$ cat config.mk
export PLATFORM = sky130hd
export DESIGN_NAME = frv_decode
export DESIGN_NICKNAME = d
export VERILOG_FILES = /design/src/frv_pkg.sv /design/src/frv_decode.sv /design/src/frv_decode_imm.sv /design/src/frv_decode_match.sv /design/src/frv_decode_operands.sv /design/src/frv_decode_uop.sv
export VERILOG_INCLUDE_DIRS = /design/src
export SDC_FILE = /design/constraint.sdc
export NUM_CORES = 1
export LEC_CHECK = 0
export BUFFER_PORTS_ARGS = -buffer_cell sky130_fd_sc_hd__buf_2
export CAP_MARGIN = 5
export CORE_MARGIN = 2
export CORE_UTILIZATION = 40
export DETAILED_ROUTE_END_ITERATION = 16
export GPL_TIMING_DRIVEN = 1
export HOLD_SLACK_MARGIN = 0.05
export PLACE_DENSITY = 0.76
export SKIP_LAST_GASP = 1
export SYNTH_ARGS = -nofsm -noshare
export SYNTH_HDL_FRONTEND = slang
export SYNTH_HIERARCHICAL = 1
export SYNTH_SLANG_ARGS = --single-unit
$ cat constraint.sdc
create_clock -name g_clk -period 4.4 [get_ports g_clk]
set_clock_uncertainty 0.1 [all_clocks]
set_input_delay 0.88 -clock g_clk [delete_from_list [all_inputs] [get_ports g_clk]]
set_output_delay 0.88 -clock g_clk [all_outputs]
set_load 0.05 [all_outputs]
$ cat src/frv_defines.svh
// Global widths, register numbers, trap causes and fixed function codes
`ifndef FRV_DEFINES_SVH
`define FRV_DEFINES_SVH

// --------------------------------------------------
// Widths

`define FRV_XLEN  32     // Data and instruction word
`define FRV_REG_W 5      // Register address
`define FRV_UOP_W 5      // Micro-op field

// --------------------------------------------------
// Register numbers and trap causes

`define FRV_REG_ZERO     5'd0
`define FRV_TRAP_IACCESS 5'd1   // Fetch error on the word
`define FRV_TRAP_IOPCODE 5'd2   // Word is not a known instruction

// --------------------------------------------------
// Function codes

`define FRV_F7_BASE   7'b0000000
`define FRV_F7_ALT    7'b0100000  // SUB and SRA(I)
`define FRV_F7_MULDIV 7'b0000001

// funct12 of the system words
`define FRV_F12_ECALL  12'h000
`define FRV_F12_EBREAK 12'h001
`define FRV_F12_MRET   12'h302

`endif

$ cat src/frv_pkg.sv
// Decode stage types: opcodes, instructions, units, micro-ops and decoded word
`include "frv_defines.svh"

package frv_pkg;

    // Major opcodes, low two bits included
    typedef enum logic [6:0] {
        OPC_LOAD   = 7'b0000011,
        OPC_OP_IMM = 7'b0010011,
        OPC_AUIPC  = 7'b0010111,
        OPC_STORE  = 7'b0100011,
        OPC_OP     = 7'b0110011,
        OPC_LUI    = 7'b0110111,
        OPC_BRANCH = 7'b1100011,
        OPC_JALR   = 7'b1100111,
        OPC_JAL    = 7'b1101111,
        OPC_SYSTEM = 7'b1110011
    } opcode_e;

    // One label per recognised instruction
    typedef enum logic [5:0] {
        INSTR_ILLEGAL,
        INSTR_LUI, INSTR_AUIPC, INSTR_JAL, INSTR_JALR,
        INSTR_BEQ, INSTR_BNE, INSTR_BLT, INSTR_BGE, INSTR_BLTU, INSTR_BGEU,
        INSTR_LB, INSTR_LH, INSTR_LW, INSTR_LBU, INSTR_LHU,
        INSTR_SB, INSTR_SH, INSTR_SW,
        INSTR_ADDI, INSTR_SLTI, INSTR_SLTIU, INSTR_XORI, INSTR_ORI, INSTR_ANDI,
        INSTR_SLLI, INSTR_SRLI, INSTR_SRAI,
        INSTR_ADD, INSTR_SUB, INSTR_SLL, INSTR_SLT, INSTR_SLTU,
        INSTR_XOR, INSTR_SRL, INSTR_SRA, INSTR_OR, INSTR_AND,
        INSTR_ECALL, INSTR_EBREAK, INSTR_MRET,
        INSTR_MUL, INSTR_MULH, INSTR_MULHSU, INSTR_MULHU,
        INSTR_DIV, INSTR_DIVU, INSTR_REM, INSTR_REMU
    } instr_e;

    typedef enum logic [3:0] {
        FU_ALU = 4'b0001,
        FU_MUL = 4'b0010,
        FU_CFU = 4'b0100,
        FU_LSU = 4'b1000
    } fu_e;

    typedef enum logic [4:0] {
        ALU_SLT  = 5'b00001, ALU_SLTU = 5'b00010,
        ALU_SUB  = 5'b01000, ALU_ADD  = 5'b01001,
        ALU_AND  = 5'b10001, ALU_OR   = 5'b10010, ALU_XOR = 5'b10100,
        ALU_SRL  = 5'b11001, ALU_SRA  = 5'b11010, ALU_SLL = 5'b11100
    } alu_op_e;

    typedef enum logic [4:0] {
        CFU_BEQ    = 5'b01001, CFU_BGE  = 5'b01010, CFU_BGEU = 5'b01011,
        CFU_BLT    = 5'b01100, CFU_BLTU = 5'b01101, CFU_BNE  = 5'b01110,
        CFU_EBREAK = 5'b10001, CFU_ECALL = 5'b10010, CFU_MRET = 5'b10100,
        CFU_JALR   = 5'b11000, CFU_JALI = 5'b11010
    } cfu_op_e;

    typedef enum logic [4:0] {
        MUL_MUL  = 5'b10000, MUL_MULH = 5'b10100, MUL_MULHU = 5'b10101,
        MUL_MULHSU = 5'b10111,
        MUL_DIV  = 5'b11000, MUL_DIVU = 5'b11001,
        MUL_REM  = 5'b11100, MUL_REMU = 5'b11101
    } mul_op_e;

    typedef enum logic [1:0] {
        LSU_BYTE = 2'b01,
        LSU_HALF = 2'b10,
        LSU_WORD = 2'b11
    } lsu_width_e;

    // Width lands on uop[2:1]
    typedef struct packed {
        logic       load;
        logic       store;
        lsu_width_e width;
        logic       sign;   // Sign-extend loaded data
    } lsu_uop_t;

    typedef struct packed {
        logic opra_rs1;
        logic opra_pcim;
        logic oprb_rs2;
        logic oprb_imm;
        logic oprc_rs2;
        logic oprc_pcim;
    } opr_src_t;

    typedef struct packed {
        logic                  valid;
        logic                  trap;
        logic [`FRV_REG_W-1:0] rd;     // Trap cause when trap is set
        logic [`FRV_REG_W-1:0] rs1;
        logic [`FRV_REG_W-1:0] rs2;
        logic [`FRV_XLEN-1:0]  imm;
        fu_e                   fu;
        logic [`FRV_UOP_W-1:0] uop;
        opr_src_t              opr_src;
        logic [`FRV_XLEN-1:0]  instr;
    } decoded_t;

endpackage

$ cat src/frv_decode.sv
// Decode stage top: sub-decoders, trap detection and the output register
`timescale 1ns/1ns
`include "frv_defines.svh"

module frv_decode (
    input  logic                 g_clk,
    input  logic                 rst,
    input  logic                 d_valid,   // Word present this cycle
    input  logic [`FRV_XLEN-1:0] d_data,
    input  logic                 d_error,   // Fetch error on d_data
    output frv_pkg::decoded_t    p
);
    import frv_pkg::*;

    instr_e                instr;
    fu_e                   fu;
    logic [`FRV_UOP_W-1:0] uop;
    logic [`FRV_XLEN-1:0]  imm;
    logic [`FRV_REG_W-1:0] rs1;
    logic [`FRV_REG_W-1:0] rs2;
    logic [`FRV_REG_W-1:0] rd;
    opr_src_t              opr_src;
    logic                  illegal;
    logic                  trap;
    decoded_t              p_next;

    // --------------------------------------------------
    // Combinational decoders

    frv_decode_match u_match (
        .d_data (d_data),
        .instr  (instr)
    );

    frv_decode_uop u_uop (
        .instr (instr),
        .fu    (fu),
        .uop   (uop)
    );

    frv_decode_imm u_imm (
        .d_data (d_data),
        .instr  (instr),
        .imm    (imm)
    );

    frv_decode_operands u_operands (
        .d_data  (d_data),
        .instr   (instr),
        .rs1     (rs1),
        .rs2     (rs2),
        .rd      (rd),
        .opr_src (opr_src)
    );

    // --------------------------------------------------
    // Trap catching, illegal opcode wins over fetch error
    assign illegal = instr == INSTR_ILLEGAL;
    assign trap    = d_valid && (d_error || illegal);

    always_comb begin
        p_next.valid   = d_valid;
        p_next.trap    = trap;
        p_next.rd      = !trap   ? rd                :
                         illegal ? `FRV_TRAP_IOPCODE :
                                   `FRV_TRAP_IACCESS;
        p_next.rs1     = rs1;
        p_next.rs2     = rs2;
        p_next.imm     = imm;
        p_next.fu      = fu;
        p_next.uop     = uop;
        p_next.opr_src = opr_src;
        p_next.instr   = d_data;
    end

    // One-cycle pipeline register, only valid and trap are cleared
    always_ff @(posedge g_clk) begin
        p <= p_next;
        if (rst) begin
            p.valid <= 1'b0;
            p.trap  <= 1'b0;
        end
    end

endmodule

$ cat src/frv_decode_imm.sv
// Immediate extraction for the RV32 formats and per-instruction selection
`timescale 1ns/1ns
`include "frv_defines.svh"

module frv_decode_imm (
    input  logic [`FRV_XLEN-1:0] d_data,
    input  frv_pkg::instr_e      instr,
    output logic [`FRV_XLEN-1:0] imm
);
    import frv_pkg::*;

    logic [`FRV_XLEN-1:0] imm_i;
    logic [`FRV_XLEN-1:0] imm_s;
    logic [`FRV_XLEN-1:0] imm_b;
    logic [`FRV_XLEN-1:0] imm_u;
    logic [`FRV_XLEN-1:0] imm_j;
    logic [`FRV_XLEN-1:0] imm_sh;

    // --------------------------------------------------
    // Format decode, all sign-extended from bit 31
    assign imm_i = {{20{d_data[31]}}, d_data[31:20]};
    assign imm_s = {{20{d_data[31]}}, d_data[31:25], d_data[11:7]};
    assign imm_b = {{20{d_data[31]}}, d_data[7], d_data[30:25], d_data[11:8], 1'b0};
    assign imm_u = {d_data[31:12], 12'b0};
    assign imm_j = {{12{d_data[31]}}, d_data[19:12], d_data[20], d_data[30:21], 1'b0};

    assign imm_sh = {27'b0, d_data[24:20]};  // Shift amount, no sign

    // --------------------------------------------------
    always_comb begin
        case (instr)
            INSTR_ADDI, INSTR_SLTI, INSTR_SLTIU,
            INSTR_XORI, INSTR_ORI, INSTR_ANDI,
            INSTR_LB, INSTR_LH, INSTR_LW, INSTR_LBU, INSTR_LHU,
            INSTR_JALR:
                imm = imm_i;
            INSTR_SB, INSTR_SH, INSTR_SW:
                imm = imm_s;
            INSTR_BEQ, INSTR_BNE, INSTR_BLT,
            INSTR_BGE, INSTR_BLTU, INSTR_BGEU:
                imm = imm_b;
            INSTR_JAL:
                imm = imm_j;
            INSTR_LUI, INSTR_AUIPC:
                imm = imm_u;
            INSTR_SLLI, INSTR_SRLI, INSTR_SRAI:
                imm = imm_sh;
            default:
                imm = '0;   // Register-register, system, illegal
        endcase
    end

endmodule

$ cat src/frv_decode_match.sv
// Instruction recogniser for RV32IM words, illegal words flagged
`timescale 1ns/1ns
`include "frv_defines.svh"

module frv_decode_match (
    input  logic [`FRV_XLEN-1:0] d_data,
    output frv_pkg::instr_e      instr
);
    import frv_pkg::*;

    // Whole system words, rs1 and rd must be x0
    localparam logic [31:0] WORD_ECALL =
        {`FRV_F12_ECALL, `FRV_REG_ZERO, 3'b000, `FRV_REG_ZERO, OPC_SYSTEM};
    localparam logic [31:0] WORD_EBREAK =
        {`FRV_F12_EBREAK, `FRV_REG_ZERO, 3'b000, `FRV_REG_ZERO, OPC_SYSTEM};
    localparam logic [31:0] WORD_MRET =
        {`FRV_F12_MRET, `FRV_REG_ZERO, 3'b000, `FRV_REG_ZERO, OPC_SYSTEM};

    opcode_e    opcode;
    logic [2:0] funct3;
    logic [6:0] funct7;

    assign opcode = opcode_e'(d_data[6:0]);   // Low bits other than 2'b11 never match
    assign funct3 = d_data[14:12];
    assign funct7 = d_data[31:25];

    always_comb begin
        instr = INSTR_ILLEGAL;
        case (opcode)
            OPC_LUI:    instr = INSTR_LUI;
            OPC_AUIPC:  instr = INSTR_AUIPC;
            OPC_JAL:    instr = INSTR_JAL;
            OPC_JALR:   if (funct3 == 3'b000) instr = INSTR_JALR;
            OPC_BRANCH: begin
                case (funct3)
                    3'b000:  instr = INSTR_BEQ;
                    3'b001:  instr = INSTR_BNE;
                    3'b100:  instr = INSTR_BLT;
                    3'b101:  instr = INSTR_BGE;
                    3'b110:  instr = INSTR_BLTU;
                    3'b111:  instr = INSTR_BGEU;
                    default: instr = INSTR_ILLEGAL;
                endcase
            end
            OPC_LOAD: begin
                case (funct3)
                    3'b000:  instr = INSTR_LB;
                    3'b001:  instr = INSTR_LH;
                    3'b010:  instr = INSTR_LW;
                    3'b100:  instr = INSTR_LBU;
                    3'b101:  instr = INSTR_LHU;
                    default: instr = INSTR_ILLEGAL;
                endcase
            end
            OPC_STORE: begin
                case (funct3)
                    3'b000:  instr = INSTR_SB;
                    3'b001:  instr = INSTR_SH;
                    3'b010:  instr = INSTR_SW;
                    default: instr = INSTR_ILLEGAL;
                endcase
            end
            OPC_OP_IMM: begin
                case (funct3)
                    3'b000:  instr = INSTR_ADDI;
                    3'b010:  instr = INSTR_SLTI;
                    3'b011:  instr = INSTR_SLTIU;
                    3'b100:  instr = INSTR_XORI;
                    3'b110:  instr = INSTR_ORI;
                    3'b111:  instr = INSTR_ANDI;
                    3'b001:  if (funct7 == `FRV_F7_BASE) instr = INSTR_SLLI;
                    default: begin                         // funct3 101, shift right
                        if (funct7 == `FRV_F7_BASE) instr = INSTR_SRLI;
                        else if (funct7 == `FRV_F7_ALT) instr = INSTR_SRAI;
                    end
                endcase
            end
            OPC_OP: begin
                if (funct7 == `FRV_F7_BASE) begin
                    case (funct3)
                        3'b000:  instr = INSTR_ADD;
                        3'b001:  instr = INSTR_SLL;
                        3'b010:  instr = INSTR_SLT;
                        3'b011:  instr = INSTR_SLTU;
                        3'b100:  instr = INSTR_XOR;
                        3'b101:  instr = INSTR_SRL;
                        3'b110:  instr = INSTR_OR;
                        default: instr = INSTR_AND;
                    endcase
                end else if (funct7 == `FRV_F7_ALT) begin
                    if (funct3 == 3'b000) instr = INSTR_SUB;
                    else if (funct3 == 3'b101) instr = INSTR_SRA;
                end else if (funct7 == `FRV_F7_MULDIV) begin
                    instr = instr_e'(INSTR_MUL + 6'(funct3));   // MUL..REMU in funct3 order
                end
            end
            OPC_SYSTEM: begin
                if (d_data == WORD_ECALL) instr = INSTR_ECALL;
                else if (d_data == WORD_EBREAK) instr = INSTR_EBREAK;
                else if (d_data == WORD_MRET) instr = INSTR_MRET;
            end
            default: instr = INSTR_ILLEGAL;  // FENCE, FENCE.I, CSR and the rest
        endcase
    end

endmodule

$ cat src/frv_decode_operands.sv
// Register address extraction and operand source flags for dispatch
`timescale 1ns/1ns
`include "frv_defines.svh"

module frv_decode_operands (
    input  logic [`FRV_XLEN-1:0]  d_data,
    input  frv_pkg::instr_e       instr,
    output logic [`FRV_REG_W-1:0] rs1,
    output logic [`FRV_REG_W-1:0] rs2,
    output logic [`FRV_REG_W-1:0] rd,
    output frv_pkg::opr_src_t     opr_src
);
    import frv_pkg::*;

    logic is_alu_rr;
    logic is_alu_ri;
    logic is_muldiv;
    logic is_branch;
    logic is_load;
    logic is_store;

    // Fixed fields of the 32-bit formats
    assign rs1 = d_data[19:15];
    assign rs2 = d_data[24:20];
    assign rd  = d_data[11:7];

    // --------------------------------------------------
    // Instruction classes
    assign is_alu_rr = instr inside {[INSTR_ADD:INSTR_AND]};
    assign is_alu_ri = instr inside {[INSTR_ADDI:INSTR_SRAI]};
    assign is_muldiv = instr inside {[INSTR_MUL:INSTR_REMU]};
    assign is_branch = instr inside {[INSTR_BEQ:INSTR_BGEU]};
    assign is_load   = instr inside {[INSTR_LB:INSTR_LHU]};
    assign is_store  = instr inside {[INSTR_SB:INSTR_SW]};

    // --------------------------------------------------
    // Everything reads rs1 except these
    assign opr_src.opra_rs1  = !(instr inside {INSTR_ILLEGAL, INSTR_LUI, INSTR_AUIPC,
                                               INSTR_JAL, INSTR_ECALL, INSTR_EBREAK,
                                               INSTR_MRET});
    assign opr_src.opra_pcim = instr == INSTR_AUIPC;

    assign opr_src.oprb_rs2  = is_alu_rr || is_muldiv || is_branch;
    assign opr_src.oprb_imm  = is_alu_ri || is_load || is_store
                            || instr inside {INSTR_LUI, INSTR_JALR};

    assign opr_src.oprc_rs2  = is_store;                           // Store data
    assign opr_src.oprc_pcim = is_branch || instr == INSTR_JAL;    // Jump target

endmodule

$ cat src/frv_decode_uop.sv
// Functional unit and micro-op selection for a recognised instruction
`timescale 1ns/1ns
`include "frv_defines.svh"

module frv_decode_uop (
    input  frv_pkg::instr_e        instr,
    output frv_pkg::fu_e           fu,
    output logic [`FRV_UOP_W-1:0]  uop
);
    import frv_pkg::*;

    lsu_uop_t lsu;

    // Load/store micro-op fields
    assign lsu.load  = instr inside {INSTR_LB, INSTR_LBU, INSTR_LH, INSTR_LHU, INSTR_LW};
    assign lsu.store = instr inside {INSTR_SB, INSTR_SH, INSTR_SW};
    assign lsu.sign  = instr inside {INSTR_LB, INSTR_LH};
    assign lsu.width = instr inside {INSTR_LB, INSTR_LBU, INSTR_SB} ? LSU_BYTE :
                       instr inside {INSTR_LH, INSTR_LHU, INSTR_SH} ? LSU_HALF :
                                                                      LSU_WORD;

    // --------------------------------------------------
    // Unit select, ALU is also the illegal default
    always_comb begin
        if (instr inside {[INSTR_MUL:INSTR_REMU]})
            fu = FU_MUL;
        else if (instr inside {[INSTR_BEQ:INSTR_BGEU], INSTR_JAL, INSTR_JALR,
                               INSTR_ECALL, INSTR_EBREAK, INSTR_MRET})
            fu = FU_CFU;
        else if (lsu.load || lsu.store)
            fu = FU_LSU;
        else
            fu = FU_ALU;
    end

    // --------------------------------------------------
    always_comb begin
        case (instr)
            INSTR_ADD, INSTR_ADDI, INSTR_AUIPC: uop = ALU_ADD;  // AUIPC adds PC
            INSTR_SUB:                          uop = ALU_SUB;
            INSTR_AND, INSTR_ANDI:              uop = ALU_AND;
            INSTR_OR, INSTR_ORI, INSTR_LUI:     uop = ALU_OR;   // LUI is x0 | imm
            INSTR_XOR, INSTR_XORI:              uop = ALU_XOR;
            INSTR_SLT, INSTR_SLTI:              uop = ALU_SLT;
            INSTR_SLTU, INSTR_SLTIU:            uop = ALU_SLTU;
            INSTR_SRA, INSTR_SRAI:              uop = ALU_SRA;
            INSTR_SRL, INSTR_SRLI:              uop = ALU_SRL;
            INSTR_SLL, INSTR_SLLI:              uop = ALU_SLL;
            INSTR_BEQ:    uop = CFU_BEQ;
            INSTR_BNE:    uop = CFU_BNE;
            INSTR_BLT:    uop = CFU_BLT;
            INSTR_BGE:    uop = CFU_BGE;
            INSTR_BLTU:   uop = CFU_BLTU;
            INSTR_BGEU:   uop = CFU_BGEU;
            INSTR_JAL:    uop = CFU_JALI;
            INSTR_JALR:   uop = CFU_JALR;
            INSTR_ECALL:  uop = CFU_ECALL;
            INSTR_EBREAK: uop = CFU_EBREAK;
            INSTR_MRET:   uop = CFU_MRET;
            INSTR_MUL:    uop = MUL_MUL;
            INSTR_MULH:   uop = MUL_MULH;
            INSTR_MULHSU: uop = MUL_MULHSU;
            INSTR_MULHU:  uop = MUL_MULHU;
            INSTR_DIV:    uop = MUL_DIV;
            INSTR_DIVU:   uop = MUL_DIVU;
            INSTR_REM:    uop = MUL_REM;
            INSTR_REMU:   uop = MUL_REMU;
            INSTR_LB, INSTR_LBU, INSTR_LH, INSTR_LHU, INSTR_LW,
            INSTR_SB, INSTR_SH, INSTR_SW: uop = lsu;
            default:      uop = '0;
        endcase
    end

endmodule

=== Yosys cells after proc, flatten, opt, wreduce, memory -nomap -nowiden ===
Cells that the tools add are included.

* Register bits after elaboration: 96
* Bits in latches: 0
* Bits in writable memories: 0
* ROM bits: 0
* Bits of input ports: 36
* Output and inout bits: 96
* Logic and storage cells: 169
* Memories kept: 0

* Add/sub/neg operators: 1
* Multipliers: 0
* Divide/modulo/power cells: 0
* $lt $le $gt $ge: 12
* Eq/ne operators: 70
* Shift-type cells: 0
* Multiplexer cells: 26
* Bitwise operators: 0
* Reductions and logical operators: 44

{| class="wikitable"
|+ Operators by type and width
! operator !! number
|-
| $pmux 32 s6 || 1
|-
| $pmux 5 s21 || 1
|-
| $eq 6x6->1 const B || 17
|-
| $eq 6x5->1 const B || 16
|-
| $pmux 6 s7 || 2
|-
| $pmux 6 s10 || 1
|-
| $mux 6 || 9
|-
| $eq 6x4->1 const B || 8
|-
| $eq 32x21->1 const B || 1
|-
| $eq 32x30->1 const B || 1
|-
| $eq 32x7->1 const B || 1
|-
| $eq 7x6->1 const B || 4
|-
| $eq 7x7->1 const B || 4
|-
| $eq 6x3->1 const B || 4
|-
| $pmux 4 s6 || 1
|-
| $pmux 4 s5 || 1
|-
| $ge 6x5->1 const B || 3
|-
| $reduce_or 3->1 || 6
|-
| $mux 5 || 3
|-
| $pmux 5 s3 || 1
|-
| $eq 7x5->1 const B || 2
|-
| $eq 3x3->1 const B || 4
|-
| $eq 6x2->1 const B || 2
|-
| $le 6x4->1 const B || 2
|-
| 31 further kinds || 58
|}

=== Depth between registers and ports, before layout ===
* Word-level depth: 11
* Gate-level depth with buffers: 15
* Mapped depth without buffers: 11

=== By module ===
The synthesis kept the hierarchy.

{| class="wikitable"
|+ Modules (own cells, without submodules)
! module !! instances !! cells an instance !! area an instance (µm²) !! seq. area each (µm²)
|-
| frv_decode || 1 || 112 || 2049.5 || 1921.8
|-
| frv_decode_match || 1 || 132 || 820.8 || 0.0
|-
| frv_decode_imm || 1 || 86 || 631.9 || 0.0
|-
| frv_decode_uop || 1 || 96 || 586.8 || 0.0
|-
| frv_decode_operands || 1 || 54 || 389.1 || 0.0
|}

=== Worst setup path before layout ===
OpenSTA, ideal clock, no wires.

* Path kind: input to register
* From: input port d_data[13]
* To: register p[39] (netlist bit)
* Library setup time: 0.122 ns
* Arrival: 4.371 ns
* Required time: 4.178 ns
* Setup slack: -0.192 ns
* Stages on the path: 13
* Path buffers: 3
* Path through: clkbuf_1 -> inv_1 -> ha_1 -> nand2b_1 -> or4_1 -> or4_1 -> or3_1 -> o2111ai_1 -> buf_2 -> buf_2 -> nor3_1 -> o21bai_1 -> a221o_1

{| class="wikitable"
|+ RTL lines
! what !! RTL line !! source
|-
| start, declared || frv_decode.sv:9 || <nowiki>input logic [`FRV_XLEN-1:0] d_data,</nowiki>
|-
| end signal, assigned || frv_decode.sv:78 || <nowiki>p <= p_next;</nowiki>
|-
| end, declared || frv_decode.sv:11 || <nowiki>output frv_pkg::decoded_t p</nowiki>
|}

=== Worst setup path in the final report ===
* From: input port d_data[27]
* To: register p[64] (netlist bit)

* Cells in the longest elaborated chain, start to end: 8
* Elaborated cells between the ends (all ways): 50
* Classes of those cells: eq/ne: 32; mux: 12; reduce/logical: 6

{| class="wikitable"
|+ Ends and longest elaborated chain
! what !! RTL line !! source
|-
| $eq 7x6->1 (no line) / $eq 7x1->1 (equally long branches) || n/a ||
|-
| $mux 5 / $mux 6 (equally long branches) || frv_decode_match.sv:74, frv_decode_match.sv:93 ||
|-
| $mux 6, on equally long branches || frv_decode_match.sv:73, frv_decode_match.sv:90 ||
|-
| $pmux 6 s7 / $mux 6 (equally long branches) || frv_decode_match.sv:64, frv_decode_match.sv:79 ||
|-
| $pmux 6 s10 * || frv_decode_match.sv:29 || <nowiki>case (opcode)</nowiki>
|-
| via instr[0] || frv_decode.sv:15 || <nowiki>instr_e instr;</nowiki>
|-
| $eq 6x5->1, or another cell as far along || frv_decode_imm.sv:31 || <nowiki>case (instr)</nowiki>
|-
| $reduce_or 12->1, or another cell as far along || frv_decode_imm.sv:31 ||
|-
| $pmux 32 s6 * || frv_decode_imm.sv:31 ||
|-
| via imm[17] || frv_decode.sv:18 || <nowiki>logic [`FRV_XLEN-1:0] imm;</nowiki>
|}

The timed path passes the listed nets; every way through them passes the cells marked *.
A chain may end at the register's enable or synchronous reset.

==> impl_metrics.ini <==
[detailed_routing]
routedWlPerCell_um = 15.3
drc_errors = 0
drt-total-wl_um = 11300
first_iter_violations = 246
drt-vias-per-instance = 5.47
vias = 4039
antenna_left = 0
first_pass_iters = 5

[layout]
max_flop_register = p
fill_cells = 1024
syn_to_final_growth_pct = 21.5
final_cells = 739
regArea_mm2 = 0.00192
layout-drive-gt1-share = 0.339
top_regs = p x96
nets = 637
largest_register_ffs = 96
multi_input_area_mm2 = 0.00215
diodes = 0

[logic_synthesis]
synthXorXnorAreaFrac = 0.0134
synth_fa_ha_area_frac = 0.0168
synth_simple_gate_area_frac = 0.193
ys_dominant_reg_cell = dfxtp_1
synth_cells = 480
synth_top_family_by_area = compound AO/OA/AOI/OAI gates
synth_edf_count = 0
synth_nets = 522
yosysTopAreaCell = dfxtp_1
syn_area_mm2 = 0.00448
synth_compound_area_frac = 0.240
ys_seq_area_frac = 0.429
synth_seq_cells = 96
ys_warn_count = 6
avgSynthCellArea_um2 = 9.33
ys_async_sr_fraction = 0
synth_top_area_frac = 0.429
synth_area_leaders = dfxtp_1 43%, buf_4 4.0%, a21o_1 3.2%
synth_mux_area_frac = 0.0123
yosys.cell_types.count = 78

[worst_setup_path]
max_stage_delay_ns = 0.59
slowest_stage = or4_1
cp_max_fo = 40
worst_ep_arrival_time_ns = 4.10
crit_start = d_data[27]
crit_chain = buf_2, or4_1, nor2_1, o41ai_1, o2111ai_1, o2111ai_4, buf_12, nor3_2, o211ai_2, nor2b_1, a21o_1
end_kind = flop
start_kind = input port
critPathRequiredTime_ns = 4.61
worstSetupPathType = input port to flop
crit_path_end = p[64]

[cts]
clkSinkCount = 96
clk_path_buf_depth = 2
ctsHoldBuffers = 0
cts_buffers = 9
ctsRootBufferMaster = clkbuf_8
h-tree-depth = 3
clk_pin_slew_worst_paths_ns = 0.09
cts_setup_buffers = 0
cts_resized = 0
tritoncts = done

[floorplan]
fp.dieW_um = 110
core_area_mm2 = 0.0109
die-height_um = 110
io_pins = 132
die-area_mm2 = 0.0121
fp-row-count = 38
start_util = 0.411

[pwr]
peakVddDrop_mv = 0.248
power_uw = 1800
power_density_mw_per_mm2 = 332
p_leak_uw = 0.00255

[sta]
tns_ns = 0
slew_violations = 0
worst_slack_ns = 0.511
hold_viol_final = 0
worst_pin_slew_ns = 0.724
finalSetupViolations = 0
rsz0062_at_grt = false
period_needed_ns = 3.89
post-route-period-util = 0.884
relSlewSlack = 0.511
fmax_mhz = 257

[global_route]
grt_pass1_wl_um = 18100
overflow = 0
grt_pass1_vias = 3759
grt_max_degree = 46
grt_usage = 0.190
antenna_found_initial = 0

[worst_hold_path]
hp-class = input port to flop

[placement]
dp.cells = 724
hpwl_um = 8170
post-place-ws_ns = 0.152
portBuffers = 131
gp_congestion = 0.913

[job]
cap_violations = 0

[outcome]
status = completed
-- metal layers --
metal  up-vias  share of wire  GRT usage  wire [um]
li1       1979              -          -          -
met1      1863           0.43      0.236       4840
met2       174           0.48      0.317       5410
met3        23          0.071     0.0474        799
met4         0          0.021     0.0741        239
met5         -              0          0          0
-- metrics by stage --
stage                     instance area, um^2  hold slack, ns  utilization
after CTS                                5440           0.537        0.500
after global placement                   5240           0.917        0.481
after global routing                     5440           0.534        0.500
after floorplan                          4500           0.808            -
final                                    5440           0.558        0.500
after detailed placement                 5240           0.922        0.481
-- critical path: cells and delay by family --
kind                   cells  cell delay [ns]
AO/OA/AOI/OAI              5             1.12
buffers and inverters      2             0.36
AND/OR/NAND/NOR            4             1.71
-- cell usage after synthesis, types with 10 or more instances --
| library cell | n |
|---|---|
| nor2b_1 | 11 |
| dfxtp_1 | 96 |
| a21oi_1 | 28 |
| o21ai_0 | 20 |
| buf_2 | 10 |
| clkbuf_1 | 13 |
| nand3_1 | 12 |
| inv_1 | 14 |
| buf_4 | 24 |
| nand2_1 | 25 |
| nor3_1 | 12 |
| nor2_1 | 20 |
| a31oi_1 | 11 |
| a21o_1 | 19 |
-- power by group --
group	switching, uW	internal (uW)
Combinational	227	82.0
Sequential	7.43	904
Clock	313	271
-- cell families after synthesis --
group / after synthesis
AOI/OAI and AO/OA: 150
and+or+nand+nor: 145
DFF: 96
buffers and inverters: 72
xor gates and xnor gates: 6
adders and majority gates: 6
muxes: 5
-- how the worst min path moves through the flow --
stage,from,cells past startpoint,end
2_1_floorplan,d_data[0],0,p[0]
3_3_place_gp,d_data[1],1,p[1]
3_5_place_dp,d_data[0],1,p[0]
4_1_cts,d_data[0],1,p[0]
5_1_grt,d_data[17],1,p[17]
6_report,d_data[1],1,p[1]
-- cell usage in the layout (no fill, tap or decap), types with 9 or more instances in the layout --
| master | synthesis | routed |
|---|---|---|
| nand2_1 | 25 | 25 |
| inv_1 | 14 | 14 |
| buf_4 | 24 | 23 |
| nand3_1 | 12 | 11 |
| o21ai_0 | 20 | 20 |
| nor3_1 | 12 | 12 |
| nor2_1 | 20 | 20 |
| a21o_1 | 19 | 19 |
| a31oi_1 | 11 | 11 |
| dfxtp_1 | 96 | 96 |
| buf_2 | 10 | 131 |
| nor2b_1 | 11 | 11 |
| clkbuf_8 | 0 | 9 |
| a21oi_1 | 28 | 28 |
-- final cells by class --
| type | count | area share |
|---|---|---|
| inverters | 17 | 0.0117 |
| clock buffers | 9 | 0.0228 |
| flip-flops and latches | 96 | 0.353 |
| well taps | 140 | 0.0322 |
| clock inverters | 6 | 0.0138 |
| repair buffers | 159 | 0.171 |
| multi-input cells | 312 | 0.396 |
Note: power is estimated with default switching activity, not from simulation.
